<file path="src/verilog/core_pkg.sv">
// three-stage core
// shared types and instruction layout
`default_nettype none

package core_pkg;

    localparam int CODE_AW_DEFAULT = 8;      // code port word address bits.

    typedef logic [31:0] word_t;             // data or instruction word.
    typedef logic [2:0]  reg_addr_t;         // one of eight registers.
    typedef logic [15:0] imm_t;              // raw immediate field.

    // codes 8 to 15 are undefined.
    typedef enum logic [3:0] {
        NOP  = 4'h0,
        ADD  = 4'h1,
        SUB  = 4'h2,
        AND  = 4'h3,
        OR   = 4'h4,
        XOR  = 4'h5,
        ADDI = 4'h6,
        LUI  = 4'h7
    } op_t;

    // instruction field positions.
    localparam int OPC_HI = 31;
    localparam int OPC_LO = 28;
    localparam int RD_HI  = 27;
    localparam int RD_LO  = 25;
    localparam int RS1_HI = 24;
    localparam int RS1_LO = 22;
    localparam int RS2_HI = 21;
    localparam int RS2_LO = 19;
    localparam int IMM_HI = 15;
    localparam int IMM_LO = 0;

    typedef struct packed {
        word_t pc;                           // address of the word.
        word_t inst;                         // raw instruction.
    } id_t;

    typedef struct packed {
        op_t       op;                       // NOP for undefined codes too.
        reg_addr_t rd;                       // destination register.
        word_t     a;                        // first alu operand.
        word_t     b;                        // second operand or immediate.
    } ex_t;

endpackage

`default_nettype wire
</file>
<file path="src/verilog/stage_if.sv">
// stage stream
`timescale 1ns/1ns
`default_nettype none

interface stage_if
    import core_pkg::*;
#(
    parameter type T = word_t
) ();

    logic  valid;                            // sender has an item.
    logic  ready;                            // receiver can take it.
    T      data;                             // stage payload.
    word_t pc;                               // debug, address of the item.

    // sender side.
    modport up (
        output valid,
        output data,
        output pc,
        input  ready
    );

    // receiver side.
    modport down (
        input  valid,
        input  data,
        input  pc,
        output ready
    );

endinterface

`default_nettype wire

</file>
<file path="src/verilog/core_top.sv">
// three-stage core top level
`timescale 1ns/1ns
`default_nettype none

module core_top
    import core_pkg::*;
#(
    parameter int CODE_AW = CODE_AW_DEFAULT
) (
    input  logic               clk,
    input  logic               rst_n,
    output logic [CODE_AW-1:0] code_addr,
    input  word_t              code_data,
    output logic               commit_valid,
    output reg_addr_t          commit_rd,
    output word_t              commit_data,
    input  logic               commit_ready,
    output logic               illegal
);

    reg_addr_t rs1_addr;
    reg_addr_t rs2_addr;
    word_t     rs1_data;
    word_t     rs2_data;
    logic      fwd_valid;                    // execute result bypass.
    reg_addr_t fwd_rd;
    word_t     fwd_data;
    logic      we;                           // write-back port.
    reg_addr_t wr_addr;
    word_t     wr_data;

    stage_if #(.T(id_t)) id_if ();           // fetch to decode.
    stage_if #(.T(ex_t)) ex_if ();           // decode to execute.

    fetch #(
        .CODE_AW(CODE_AW)
    ) fetch_inst (
        .clk,
        .rst_n,
        .code_addr,
        .code_data,
        .down(id_if)
    );

    regfile regfile_inst (
        .clk,
        .rd1_addr(rs1_addr),
        .rd2_addr(rs2_addr),
        .rd1_data(rs1_data),
        .rd2_data(rs2_data),
        .we,
        .wr_addr,
        .wr_data
    );

    decode decode_inst (
        .clk,
        .rst_n,
        .up(id_if),
        .down(ex_if),
        .rs1_addr,
        .rs2_addr,
        .rs1_data,
        .rs2_data,
        .fwd_valid,
        .fwd_rd,
        .fwd_data,
        .illegal
    );

    execute execute_inst (
        .clk,
        .rst_n,
        .up(ex_if),
        .commit_valid,
        .commit_rd,
        .commit_data,
        .commit_ready,
        .fwd_valid,
        .fwd_rd,
        .fwd_data,
        .we,
        .wr_addr,
        .wr_data
    );

endmodule

`default_nettype wire

</file>
<file path="src/verilog/execute.sv">
// execute stage
`timescale 1ns/1ns
`default_nettype none

module execute
    import core_pkg::*;
(
    input  logic      clk,
    input  logic      rst_n,
    stage_if.down     up,
    output logic      commit_valid,
    output reg_addr_t commit_rd,
    output word_t     commit_data,
    input  logic      commit_ready,
    output logic      fwd_valid,
    output reg_addr_t fwd_rd,
    output word_t     fwd_data,
    output logic      we,
    output reg_addr_t wr_addr,
    output word_t     wr_data
);

    word_t     alu;
    logic      valid_q;
    op_t       op_q;
    reg_addr_t rd_q;
    word_t     res_q;
    logic      live;                         // held item wants to retire.

    always_comb begin
        case (up.data.op)
            ADD, ADDI, LUI: alu = up.data.a + up.data.b;
            SUB:            alu = up.data.a - up.data.b;
            AND:            alu = up.data.a & up.data.b;
            OR:             alu = up.data.a | up.data.b;
            XOR:            alu = up.data.a ^ up.data.b;
            default:        alu = '0;        // NOP.
        endcase
    end

    assign live = valid_q && op_q != NOP;

    // empty, a NOP being dropped, or a commit this edge.
    assign up.ready = !live || commit_ready;

    always_ff @(posedge clk) begin
        if (!rst_n)
            valid_q <= 1'b0;
        else if (up.ready)
            valid_q <= up.valid;
    end

    always_ff @(posedge clk) begin
        if (up.valid && up.ready) begin
            op_q  <= up.data.op;
            rd_q  <= up.data.rd;
            res_q <= alu;
        end
    end

    assign commit_valid = live;
    assign commit_rd    = rd_q;
    assign commit_data  = res_q;

    assign fwd_valid = live;                 // not yet in the register file.
    assign fwd_rd    = rd_q;
    assign fwd_data  = res_q;

    assign we      = live && commit_ready;   // written on the commit transfer.
    assign wr_addr = rd_q;
    assign wr_data = res_q;

endmodule

`default_nettype wire

</file>
<file path="src/verilog/decode.sv">
// decode stage
`timescale 1ns/1ns
`default_nettype none

module decode
    import core_pkg::*;
(
    input  logic      clk,
    input  logic      rst_n,
    stage_if.down     up,
    stage_if.up       down,
    output reg_addr_t rs1_addr,
    output reg_addr_t rs2_addr,
    input  word_t     rs1_data,
    input  word_t     rs2_data,
    input  logic      fwd_valid,
    input  reg_addr_t fwd_rd,
    input  word_t     fwd_data,
    output logic      illegal
);

    word_t      inst;
    logic [3:0] opc;
    imm_t       imm;
    logic       accept;

    op_t        op_d;                        // opcode after the legality check.
    logic       bad_d;
    logic       use_imm_d;
    logic       zero_a_d;
    word_t      imm_d;                       // immediate already shaped for b.

    logic       valid_q;
    op_t        op_q;
    reg_addr_t  rd_q;
    reg_addr_t  rs1_q;
    reg_addr_t  rs2_q;
    word_t      imm_q;
    logic       use_imm_q;
    logic       zero_a_q;
    word_t      pc_q;

    word_t      src1;
    word_t      src2;
    word_t      a_sel;
    word_t      b_sel;

    assign inst   = up.data.inst;
    assign opc    = inst[OPC_HI:OPC_LO];
    assign imm    = inst[IMM_HI:IMM_LO];
    assign accept = up.valid && up.ready;

    always_comb begin
        op_d      = NOP;
        bad_d     = 1'b0;
        use_imm_d = 1'b0;
        zero_a_d  = 1'b0;
        imm_d     = '0;
        case (opc)
            NOP, ADD, SUB, AND, OR, XOR: op_d = op_t'(opc);
            ADDI: begin
                op_d      = ADDI;
                use_imm_d = 1'b1;
                imm_d     = {{16{imm[15]}}, imm};   // sign extended.
            end
            LUI: begin
                op_d      = LUI;
                use_imm_d = 1'b1;
                zero_a_d  = 1'b1;                   // result is 0 + b.
                imm_d     = {imm, 16'h0000};
            end
            default: bad_d = 1'b1;           // retires as a NOP.
        endcase
    end

    assign up.ready = !valid_q || down.ready;

    always_ff @(posedge clk) begin
        if (!rst_n) begin
            valid_q <= 1'b0;
            illegal <= 1'b0;
        end else begin
            if (up.ready)
                valid_q <= up.valid;
            if (accept && bad_d)
                illegal <= 1'b1;             // sticky until reset.
        end
    end

    always_ff @(posedge clk) begin
        if (accept) begin
            op_q      <= op_d;
            rd_q      <= inst[RD_HI:RD_LO];
            rs1_q     <= inst[RS1_HI:RS1_LO];
            rs2_q     <= inst[RS2_HI:RS2_LO];
            imm_q     <= imm_d;
            use_imm_q <= use_imm_d;
            zero_a_q  <= zero_a_d;
            pc_q      <= up.pc;
        end
    end

    // operands resolve from the held fields, so the older result in execute is seen.
    assign rs1_addr = rs1_q;
    assign rs2_addr = rs2_q;
    assign src1 = (fwd_valid && fwd_rd != '0 && fwd_rd == rs1_q) ? fwd_data : rs1_data;
    assign src2 = (fwd_valid && fwd_rd != '0 && fwd_rd == rs2_q) ? fwd_data : rs2_data;
    assign a_sel = zero_a_q ? '0 : src1;
    assign b_sel = use_imm_q ? imm_q : src2;

    assign down.valid = valid_q;
    assign down.data  = ex_t'{op_q, rd_q, a_sel, b_sel};
    assign down.pc    = pc_q;

endmodule

`default_nettype wire

</file>
<file path="src/verilog/regfile.sv">
// register file
`timescale 1ns/1ns
`default_nettype none

module regfile
    import core_pkg::*;
(
    input  logic      clk,
    input  reg_addr_t rd1_addr,
    input  reg_addr_t rd2_addr,
    output word_t     rd1_data,
    output word_t     rd2_data,
    input  logic      we,
    input  reg_addr_t wr_addr,
    input  word_t     wr_data
);

    word_t regs [8];                         // entry 0 is never written.

    always_ff @(posedge clk) begin
        if (we && wr_addr != '0)
            regs[wr_addr] <= wr_data;
    end

    // write-first, a same-cycle write is seen by the read.
    assign rd1_data = (rd1_addr == '0)                 ? '0      :
                      (we && wr_addr == rd1_addr)      ? wr_data :
                                                         regs[rd1_addr];
    assign rd2_data = (rd2_addr == '0)                 ? '0      :
                      (we && wr_addr == rd2_addr)      ? wr_data :
                                                         regs[rd2_addr];

endmodule

`default_nettype wire

</file>
<file path="src/verilog/fetch.sv">
// fetch stage
`timescale 1ns/1ns
`default_nettype none

module fetch
    import core_pkg::*;
#(
    parameter int CODE_AW = CODE_AW_DEFAULT
) (
    input  logic               clk,
    input  logic               rst_n,
    output logic [CODE_AW-1:0] code_addr,
    input  word_t              code_data,
    stage_if.up                down
);

    logic [CODE_AW-1:0] pc;                  // next word to fetch.
    logic               valid_q;             // output register full.
    id_t                item_q;              // fetched word and its address.
    logic               load;

    // empty, or the held item leaves at this edge.
    assign load = !valid_q || down.ready;

    assign code_addr = pc;                   // stays put while stalled.

    always_ff @(posedge clk) begin
        if (!rst_n) begin
            pc      <= '0;
            valid_q <= 1'b0;
        end else if (load) begin
            pc      <= pc + 1'b1;            // wraps at the end of code space.
            valid_q <= 1'b1;
        end
    end

    // code_data is valid in the same cycle as code_addr.
    always_ff @(posedge clk) begin
        if (load) begin
            item_q.pc   <= word_t'(pc);
            item_q.inst <= code_data;
        end
    end

    assign down.valid = valid_q;
    assign down.data  = item_q;
    assign down.pc    = item_q.pc;

endmodule

`default_nettype wire

</file>
<file path="config.mk">
export PLATFORM = sky130hd
export DESIGN_NAME = core_top
export DESIGN_NICKNAME = d
export VERILOG_FILES = /design/src/verilog/core_pkg.sv /design/src/verilog/stage_if.sv /design/src/verilog/core_top.sv /design/src/verilog/execute.sv /design/src/verilog/decode.sv /design/src/verilog/regfile.sv /design/src/verilog/fetch.sv
export SDC_FILE = /design/constraint.sdc
export NUM_CORES = 1
export LEC_CHECK = 0
export BUFFER_PORTS_ARGS = -buffer_cell sky130_fd_sc_hd__buf_2
export CORE_UTILIZATION = 45
export CTS_CLUSTER_SIZE = 28
export DETAILED_ROUTE_END_ITERATION = 12
export PLACE_DENSITY = 0.58
export RECOVER_POWER = 50
export SYNTH_ARGS = -nofsm -noshare
export SYNTH_HDL_FRONTEND = slang
export SYNTH_SLANG_ARGS = --single-unit
</file>
<file path="constraint.sdc">
create_clock -name clk -period 5.7 [get_ports clk]
set_clock_uncertainty 0.15 [all_clocks]
set_input_delay 0.285 -clock clk [delete_from_list [all_inputs] [get_ports clk]]
set_output_delay 0.285 -clock clk [all_outputs]
set_load 0.1 [all_outputs]
</file>
==> flow_summary.yaml, run 1 <==
outcome:
  status: "finished clean"
placement:
  gp_congestion: 0.8916
  port_buffers: 76
  dpl_cell_area_um2: 22980
  dpl.hpwl_um: 37170
global_routing:
  grt_pass1_vias: 13940
  grt_start_max_net_pins: 45
  grt_pass1_wl_um: 83920
  grt_overflow_total: 0
  antenna_found_initial: 0
  grt_use_total_pct: 23.60
cells_and_area:
  n_antenna_cell: 0
  multiInputGateArea_um2: 9156
  layout_commonest_cell: "edfxtp_1"
  seqCellArea_um2: 11520
  finalNetCount: 1824
  final_util_pct: 54.21
  layout_common_cells: "edfxtp_1, mux4_2, buf_4"
  nFillCells: 3747
  area_growth_pct: 17.69
  drive_above_1_share_pct: 25.97
  final_area_um2: 24810
floorplanning:
  die-area_um2: 47720
  ios: 80
  fp-row-count: 78
  core_um2: 45770
  die_x_um: 218.5
  dieHeight_um: 218.5
  start_util_pct: 46.06
setup_path:
  cp.arrival_ps: 5620
  reg2regPathDepth: 23
  critPathRequiredTime_ps: 5850
  worstPathMaxFanout: 5
  cp-end-kind: "register"
  start_kind: "register"
  crit_type: "reg -> reg"
power_and_ir_drop:
  seqPwrFrac_pct: 43.6
  powerDensity_nw_per_um2: 312.0
  total_power_uw: 7740
  switchingPower_uw: 2195
  ir_drop_mv: 0.2678
  comb_power_share_pct: 21.0
  clockPowerShare_pct: 35.4
  internal_power_uw: 5545
  p_leak_uw: 0.009555
  power.share.switching_pct: 28.36
clock_tree:
  clockBufferDepth: 3
  insertion_delay_ps: 590
  cts_root_buffer: "clkbuf_16"
  clkTransAtPathRegs_ps: 60
  cts_buffers: 43
  cts_tree: "done"
  clock_sinks: 389
  h-tree-depth: 2
routing:
  finalWirelength_um: 55150
  drt_iter0_drc: 1040
  ant_nets: 0
  wl_per_cell_um: 23.72
  drc: 0
  wl_met1_um: 24810
  route.met3.wl_um: 2575
  met2_length_um: 26410
  vias: 13520
  dr.max_layer_used: "met4"
  vias_per_cell: 5.814
  dr.pass1.iters: 5
yosys:
  syn_inst: 1473
  async_flop_share_pct: 0
  yosysUniqueCellTypes: 70
  seq_area_frac_synth_pct: 54.55
  yosysWarningCount: 0
  synth-edff-count: 371
  ys.flop_type: "edfxtp_1"
  synth_area_um2: 21080
  avgSynthCellArea_um2: 14.31
  ys_ff_latch: 389
timing:
  tightest_slew_ps: 1077
  fin_crit_sh_pct: 95.85
  hold_viol_final: 0
  setup_viol: 0
  post-route-min-period_ps: 5464
  slew_viol_final: 0
  rsz0062_at_grt: "yes"
  hold_slack_ps: 87.47
  clock.fmax_ghz: 0.1830
  max_slew_margin_pct: 28.18
hold_path:
  worst_hold_path_type: "in -> reg"
  min_path_cells: 3
job:
  max-cap-violations: 0
-- final timing paths --
path	to	slack [ps]	from
setup / recovery	execute_inst.commit_data[31]	240	execute_inst.commit_rd[1]
hold / removal	execute_inst.valid_q	90	commit_ready
setup reg to reg	execute_inst.commit_data[31]	240	execute_inst.commit_rd[1]
hold reg to reg	decode_inst.rd_q[2]	260	fetch_inst.down.data[27]
-- critical path, cell delays in order, from the launching register on --
cell      delay [ps]
edfxtp_1         450
xnor2_1          270
nand3_2          150
o21ai_4          350
o221ai_2         200
inv_1            110
ha_1             200
nand4_1          250
nor3_4           310
and2_1           200
a41oi_1          140
xnor2_1          160
ha_1             320
a21oi_1          200
nor2b_2          200
o211ai_1         110
a31oi_1          170
o21ai_1          170
o22ai_2          260
o31ai_2          110
o41ai_1          310
buf_4            190
xnor2_1          110
o21ai_1           70
-- cells by family after synthesis --
kind of cell / count (synthesis) / share of synthesized area [%]
AOI/OAI and AO/OA: 268 / 9.033
adders and majority gates: 98 / 5.852
buffers and inverters: 174 / 3.531
muxes: 206 / 17.44
DFF: 389 / 54.55
xor gates and xnor gates: 69 / 2.866
and+or+nand+nor: 268 / 6.706
other: 1 / 0.01779
-- area by class of cell --
class                   count  share of cell area (%)
flip-flops and latches    389                   46.41
multi-input cells         942                   36.90
repair buffers            224                   6.752
clock buffers              54                   4.589
well taps                 600                   3.026
inverters                  91                   1.377
clock inverters            25                  0.9380
-- power groups by stage --
stage               Clock (uW)  Sequential [uW]  Combinational, uW
global route              2900             3390               1770
global placement             0             3430               1560
finish                    2740             3370               1630
floorplan                    0             3530               1000
CTS                       2810             3380               1600
detailed placement           0             3440               1580
-- layer usage --
metal,up-vias,global-route usage [%]
met2,363,38.74
met3,83,2.839
met4,0,7.483
met1,6889,32.66
met5,-,0
li1,6183,-
-- Yosys cell counts (5+ instances only) --
master      n  share of area, %
a41oi_1     8              0.33
o21ai_0    53               1.3
o31ai_1     8              0.28
buf_2      10              0.24
edfxtp_1  371                53
nand4_1     5              0.15
a21o_1     27              0.96
a22oi_1    28               1.0
xor2_1     16              0.66
nor2b_1    15              0.45
clkbuf_1   52              0.93
a211oi_1    7              0.25
mux4_2    127                14
nor2_1     44              0.78
o21a_1     10              0.36
a31oi_1    13              0.39
and2_1     32              0.95
xnor2_1    53               2.2
a221oi_1    7              0.29
nand3_1    10              0.24
o221ai_1   46               1.9
buf_6       5              0.27
inv_1      89               1.6
nand2b_1   39               1.2
nand2_1    75               1.3
mux2i_1    58               2.8
and3_1      8              0.24
ha_1       97               5.8
buf_4       8              0.28
mux2_2     21               1.1
o211ai_1    6              0.21
buf_1       7              0.12
a21oi_1    32              0.76
nor3_1     14              0.33
dfxtp_1    18               1.7
-- repair_timing --
item                       in CTS  in global routing
resized for setup               0                 18
setup endpoints to repair       0                  6
hold buffers                   30                  0
hold endpoints to repair       41                  0
setup buffers                   0                  6
-- per-stage QoR --
step	instances	setup slack, ps	setup TNS [ps]
floorplan	1505	42.21	0
global placement	2210	83.52	0
detailed placement	2210	56.39	0
CTS	2319	41.55	0
global route	2325	-58.65	-58.65
finish	2325	236.4	0
-- sequential cells by signal, summed over array words and instances (netlist names), 4 cells and up, named ones only --
register / flops
decode_inst.op_q: 4
regfile_inst.regs: 256
decode_inst.imm_q: 32
execute_inst.op_q: 4
fetch_inst.down.data: 29
fetch_inst.code_addr: 8
execute_inst.commit_data: 32
No activity file was read; power rests on OpenSTA's default activity.
==> run 2, diff against run 1 <==
Settings changed: BUFFER_PORTS_ARGS -buffer_cell sky130_fd_sc_hd__buf_2 to unset, CORE_UTILIZATION 45 to 55, DONT_BUFFER_PORTS set to 1, PLACE_DENSITY 0.58 to 0.67.
==> run 2 against run 1 <==
Net effect: the flow now finishes with violations (capacitance limit, slew limit); worst setup slack got worse by 5.5 ps; sequential power about the same; utilization increased by 9.9 points; highest routed layer unchanged.
==> flow_summary.yaml, run 2 (synthesis gave the netlist of run 1 again) <==
outcome:
  status: "finished, violations left"
  violations: "capacitance limit, slew limit"
setup_path:
  crit_start: "decode_inst.rs2_addr[0]"
  cp-end-kind: "register"
  cp.arrival_ps: 5590
  critPathRequiredTime_ps: 5820
  path_cells: "buf_4 -> xnor2_1 -> nand3_2 -> o21ai_4 -> buf_4 -> buf_6 -> buf_4 -> o221ai_1 -> or3_4 -> nor2_1 -> a21oi_1 -> xnor2_1 -> ha_1 -> a21o_1 -> a21o_1 -> a21o_1 -> a211oi_1 -> a21oi_1 -> nor4_2 -> buf_4 -> mux2i_1 -> o211ai_1"
  worstPathMaxFanout: 18
  reg2regPathDepth: 22
  cp_common_cell: "buf_4"
  reg2reg_from: "decode_inst.rs2_addr[0]"
  regToRegSetupSlack_ps: 230
  cp-endpoint: "execute_inst.commit_data[30]"
  cp_slowest_cell: "or3_4"
  start_kind: "register"
  cpPeakStageDelay_ps: 490
  crit_type: "reg -> reg"
  rr_endpoint: "execute_inst.commit_data[30]"
routing:
  ant_nets: 0
  drc: 0
  finalWirelength_um: 52980
  drt_iter0_drc: 1268
  vias_per_cell: 6.225
  dr.pass1.iters: 5
  wl_per_cell_um: 24.40
  vias: 13510
global_routing:
  grt_use_total_pct: 27.80
  grt_overflow_total: 0
  grt_pass1_vias: 13800
  grt_pass1_wl_um: 80340
  grt_start_max_net_pins: 40
  antenna_found_initial: 1
clock_tree:
  clockBufferDepth: 3
  clock_sinks: 389
  cts_root_buffer: "clkbuf_16"
  insertion_delay_ps: 580
  cts_tree: "done"
  cts_buffers: 42
  h-tree-depth: 2
  clkTransAtPathRegs_ps: 60
hold_path:
  worst_hold_path_type: "in -> reg"
floorplanning:
  dieHeight_um: 197.8
  die-area_um2: 39120
  fp-row-count: 71
  core_um2: 37670
  ios: 80
  start_util_pct: 55.97
  die_x_um: 197.8
timing:
  clock.fmax_ghz: 0.1828
  tightest_slew_ps: 1766
  max_slew_margin_pct: -17.70
  fin_crit_sh_pct: 95.95
  slew_viol_final: 299
  post-route-min-period_ps: 5469
  hold_viol_final: 0
  setup_viol: 0
placement:
  dp.cells: 2062
  port_buffers: 0
  dpl.hpwl_um: 35310
  gp_congestion: 0.9285
cells_and_area:
  finalNonFillerCells: 2171
  nFillCells: 2797
  finalNetCount: 1761
  drive_above_1_share_pct: 21.64
  seqCellArea_um2: 11520
  largest_reg_flops: 256
  layout_common_cells: "edfxtp_1, mux4_2, ha_1"
  largest_register: "regfile_inst.regs"
  layout_commonest_cell: "edfxtp_1"
  area_growth_pct: 14.57
  multiInputGateArea_um2: 9195
power_and_ir_drop:
  powerDensity_nw_per_um2: 309.1
  p_leak_uw: 0.009092
  total_power_uw: 7466
  ir_drop_mv: 0.3234
job:
  max-cap-violations: 30
[run 2: cell count changes in the layout (fill, tap and decap cells not counted), moves of 3 or more]
cell	before	now
buf_6	0	3
clkinv_2	6	3
buf_4	108	95
clkinvlp_4	1	5
bufinv_16	4	1
buf_2	75	0
clkbuf_1	12	46
buf_12	7	2
clkinv_1	11	6
[run 2: worst min path at each step]
stage                  start                        to  depth (start not counted)
5_1_grt         code_data[8]   fetch_inst.down.data[8]                          1
3_5_place_dp           rst_n     fetch_inst.down.valid                          0
6_report       code_data[20]  fetch_inst.down.data[20]                          1
2_1_floorplan          rst_n     fetch_inst.down.valid                          1
4_1_cts        code_data[25]  fetch_inst.down.data[25]                          1
3_3_place_gp           rst_n     fetch_inst.down.valid                          0
[run 2: layout make-up]
class	count	share of cell area, %
well taps	511	2.647
inverters	91	1.414
clock inverters	18	0.5750
clock buffers	57	4.584
diodes	1	0.01036
repair buffers	162	5.025
multi-input cells	942	38.07
flip-flops and latches	389	47.68
[run 2: metal layers]
layer  part of all wire (%)  wire (um)  global-route usage (%)
met5                      0          0                       0
met4                    2.1       1129                   8.412
met3                    7.3       3847                   5.144
met2                     47      25130                   44.43
met1                     43      22880                   38.87
[run 2: what timing repair did]
action                                  CTS  global route
gates resized for setup                   0            27
buffers inserted                          0             2
hold buffers                             31             0
endpoints found under the setup margin    0             5
hold endpoints to repair                 41             0
[run 2: where the power goes]
group	switching, uW	leakage (uW)	internal [uW]	total (uW)
combinational	959	0.00485	655	1610
sequential	86.8	0.00365	3250	3340
clock	1100	0.000587	1410	2510
[run 2: critical path: cells and delay by family (launching register included)]
| kind | cells | cell delay, ps |
|---|---|---|
| compound gates | 9 | 1720 |
| simple gates | 4 | 1040 |
| buf+inv | 5 | 910 |
| fa+ha+maj | 1 | 400 |
| flops | 1 | 390 |
| xor+xnor | 2 | 350 |
| mux | 1 | 180 |
[run 2: through the flow]
| step | worst slack (ps) | hold slack, ps | utilization [%] | cell area (um2) | setup TNS, ps |
|---|---|---|---|---|---|
| 5_1_grt | -29.54 | 176.3 | 64.12 | 24150 | -60.44 |
| 3_5_place_dp | 117.8 | 163.3 | 59.88 | 22550 | 0 |
| 3_3_place_gp | 172.9 | 163.2 | 59.88 | 22550 | 0 |
| 2_1_floorplan | 42.21 | 225.4 | - | 21220 | 0 |
| 6_report | 230.9 | 187.0 | 64.13 | 24150 | 0 |
| 4_1_cts | 51.44 | 153.2 | 64.01 | 24110 | 0 |
==> run 3, diff against run 2 <==
Settings changed: ABC_AREA set to 1.
==> run 3 against run 2 <==
Net effect: the flow still finishes with violations (capacitance limit, slew limit); synthesized cell count is 79% higher; register-to-register slack better by 90 ps; maximum frequency increased by 1.7%; power is 7.1% higher; critical path depth grew 1; die area rose by 8.3%; synthesized area grew 8.4%.
==> flow_summary.yaml, run 3 <==
setup_path:
  cp-end-kind: "register"
  cpPeakStageDelay_ps: 1310
  crit_type: "reg -> reg"
  regToRegSetupSlack_ps: 320
  cp_common_cell: "nand2_1"
  worstPathMaxFanout: 11
  critPathRequiredTime_ps: 5860
  rr_endpoint: "execute_inst.commit_data[31]"
  path_cells: "clkbuf_1 -> nand3b_1 -> nand3_1 -> nand2_1 -> inv_1 -> nand2_1 -> nor2_4 -> nand2_2 -> nor2_4 -> nand2_4 -> nand2_1 -> nand2_1 -> xor2_1 -> ha_1 -> a21oi_1 -> o21a_1 -> nor2_1 -> o21ai_0 -> o211ai_1 -> a41oi_1 -> nand3_1 -> nand3_1 -> nand2_1"
  start_kind: "register"
  reg2reg_from: "execute_inst.commit_data[3]"
  cp.arrival_ps: 5540
  reg2regPathDepth: 23
  cp_slowest_cell: "clkbuf_1"
timing:
  setup_viol: 0
  clock.fmax_ghz: 0.1859
  tns_ps: 0
  slew_viol_final: 385
  tightest_slew_ps: 1830
  post-route-min-period_ps: 5378
  max_slew_margin_pct: -21.98
  rsz0062_at_grt: "no"
  fin_crit_sh_pct: 94.36
  hold_viol_final: 0
  hold_slack_ps: 188.0
cells_and_area:
  drive_above_1_share_pct: 8.284
  layout_common_cells: "nand2_1, edfxtp_1, nand3_1"
  area_growth_pct: 10.62
  nFillCells: 3447
  largest_register: "regfile_inst.regs"
  layout_commonest_cell: "nand2_1"
  finalNetCount: 2802
  largest_reg_flops: 256
global_routing:
  grt_pass1_wl_um: 97190
  grt_use_total_pct: 30.07
  antenna_found_initial: 0
  grt_start_max_net_pins: 133
  grt_overflow_total: 0
  grt_pass1_vias: 17760
placement:
  port_buffers: 0
  dpl.hpwl_um: 41930
  gp_congestion: 0.9666
power_and_ir_drop:
  ir_drop_mv: 0.2776
  p_leak_uw: 0.01061
  powerDensity_nw_per_um2: 316.3
yosys:
  synth_area_um2: 22850
  yosysWarningCount: 0
  yosysUniqueCellTypes: 53
  yosysTopAreaCell: "edfxtp_1"
  seq_area_frac_synth_pct: 50.34
  synth-edff-count: 371
  ys_top_cells_by_area: "edfxtp_1, nand2_1, ha_1"
  post-synth-top-count-cell: "nand2_1"
  yosys-top-cells-count: "nand2_1, edfxtp_1, nand3_1"
  ys.flop_type: "edfxtp_1"
  async_flop_share_pct: 0
  avgSynthCellArea_um2: 8.688
  syn_inst: 2630
  synth_top_area_share_pct: 48.76
  ys_ff_latch: 389
clock_tree:
  insertion_delay_ps: 580
  cts_buffers: 43
  ctsResizeCount: 0
  cts_root_buffer: "clkbuf_16"
  clock_sinks: 389
  cts_tree: "done"
  clockBufferDepth: 3
  h-tree-depth: 2
  clkTransAtPathRegs_ps: 60
hold_path:
  hold_end: "fetch_inst.down.data[1]"
  worst_hold_path_type: "in -> reg"
  min_path_cells: 1
  hp-start: "code_data[1]"
job:
  max-cap-violations: 33
routing:
  vias: 18840
  wl_per_cell_um: 19.59
  drt_iter0_drc: 1914
  finalWirelength_um: 63400
  ant_nets: 0
  drc: 0
  dr.pass1.iters: 6
  vias_per_cell: 5.821
floorplanning:
  die-area_um2: 42360
  ios: 80
  fp-row-count: 74
  dieHeight_um: 205.8
  die_x_um: 205.8
  core_um2: 40920
  start_util_pct: 55.83
outcome:
  status: "finished, violations left"
  violations: "capacitance limit, slew limit"
[run 3: kinds of logic (layout without fill, tap and decap cells)]
logic type,count (synthesis),after routing,synth area share [%]
and+or+nand+nor,1435,1435,27.49
DFF,389,389,50.34
AOI/OAI and AO/OA,350,350,9.665
buffers and inverters,327,369,5.942
adders and majority gates,98,98,5.399
xor gates and xnor gates,30,30,1.150
other,1,34,0.01641
[run 3: how the worst max path moves through the flow]
| stage | end | cells past startpoint | startpoint | slack (ps) |
|---|---|---|---|---|
| after global routing | execute_inst.commit_data[31] | 30 | execute_inst.commit_rd[2] | 90 |
| after detailed placement | execute_inst.commit_data[31] | 30 | execute_inst.commit_rd[2] | 550 |
| after CTS | execute_inst.commit_data[31] | 30 | execute_inst.commit_rd[2] | 510 |
| after global placement | execute_inst.commit_data[31] | 29 | register | 610 |
| final | execute_inst.commit_data[31] | 23 | execute_inst.commit_data[3] | 320 |
| after floorplan | execute_inst.commit_data[25] | 30 | execute_inst.commit_rd[2] | 790 |
[run 3: area by class of cell]
| class | instances | area, um2 | area share, % |
|---|---|---|---|
| Tap cell | 532 | 665.6 | 2.634 |
| Timing Repair Buffer | 102 | 783.3 | 3.099 |
| Clock inverter | 27 | 220.2 | 0.8712 |
| Clock buffer | 53 | 1206 | 4.772 |
| Multi-Input combinational cell | 1946 | 10170 | 40.25 |
| Antenna cell | 1 | 2.502 | 0.009900 |
| Inverter | 187 | 710.7 | 2.812 |
| Sequential cell | 389 | 11510 | 45.55 |
[run 3: what timing repair did]
item,CTS,global route
hold buffers,31,0
setup endpoints to repair,0,0
setup buffers,0,0
hold endpoints to repair,41,0
[run 3: through the flow]
stage | utilization [%] | cells | power (uW) | instance area, um2 | setup WS, ps
after CTS | 62.09 | 3236 | 8005 | 25410 | 511.1
after floorplan | - | 2662 | 4718 | 22970 | 793.6
after global routing | 61.76 | 3236 | 8333 | 25270 | 93.60
after detailed placement | 57.84 | 3125 | 5220 | 23670 | 550.5
final | 61.76 | 3237 | 7995 | 25280 | 321.7
after global placement | 57.84 | 3125 | 5172 | 23670 | 610.8
[run 3: worst max-delay path: cells and delay by family (launching register included)]
kind	cells	cell delay, ps
DFF	1	320
xor gates and xnor gates	1	170
adders and majority gates	1	290
AOI/OAI and AO/OA	5	1220
and+or+nand+nor	14	1560
buffers and inverters	2	1390
[run 3: per-layer routing]
layer	part of all wire [%]	track usage, %	wire length (um)
met5	0	0	0
met4	2.5	9.270	1610
met3	8.8	5.717	5549
met2	46	48.27	28980
met1	43	41.22	27260
[run 3: where the power goes]
| part | leakage (uW) | switching, uW | internal (uW) |
|---|---|---|---|
| logic | 0.00627 | 1340 | 543 |
| registers | 0.00364 | 74.5 | 3250 |
| clock network | 0.000698 | 1180 | 1610 |
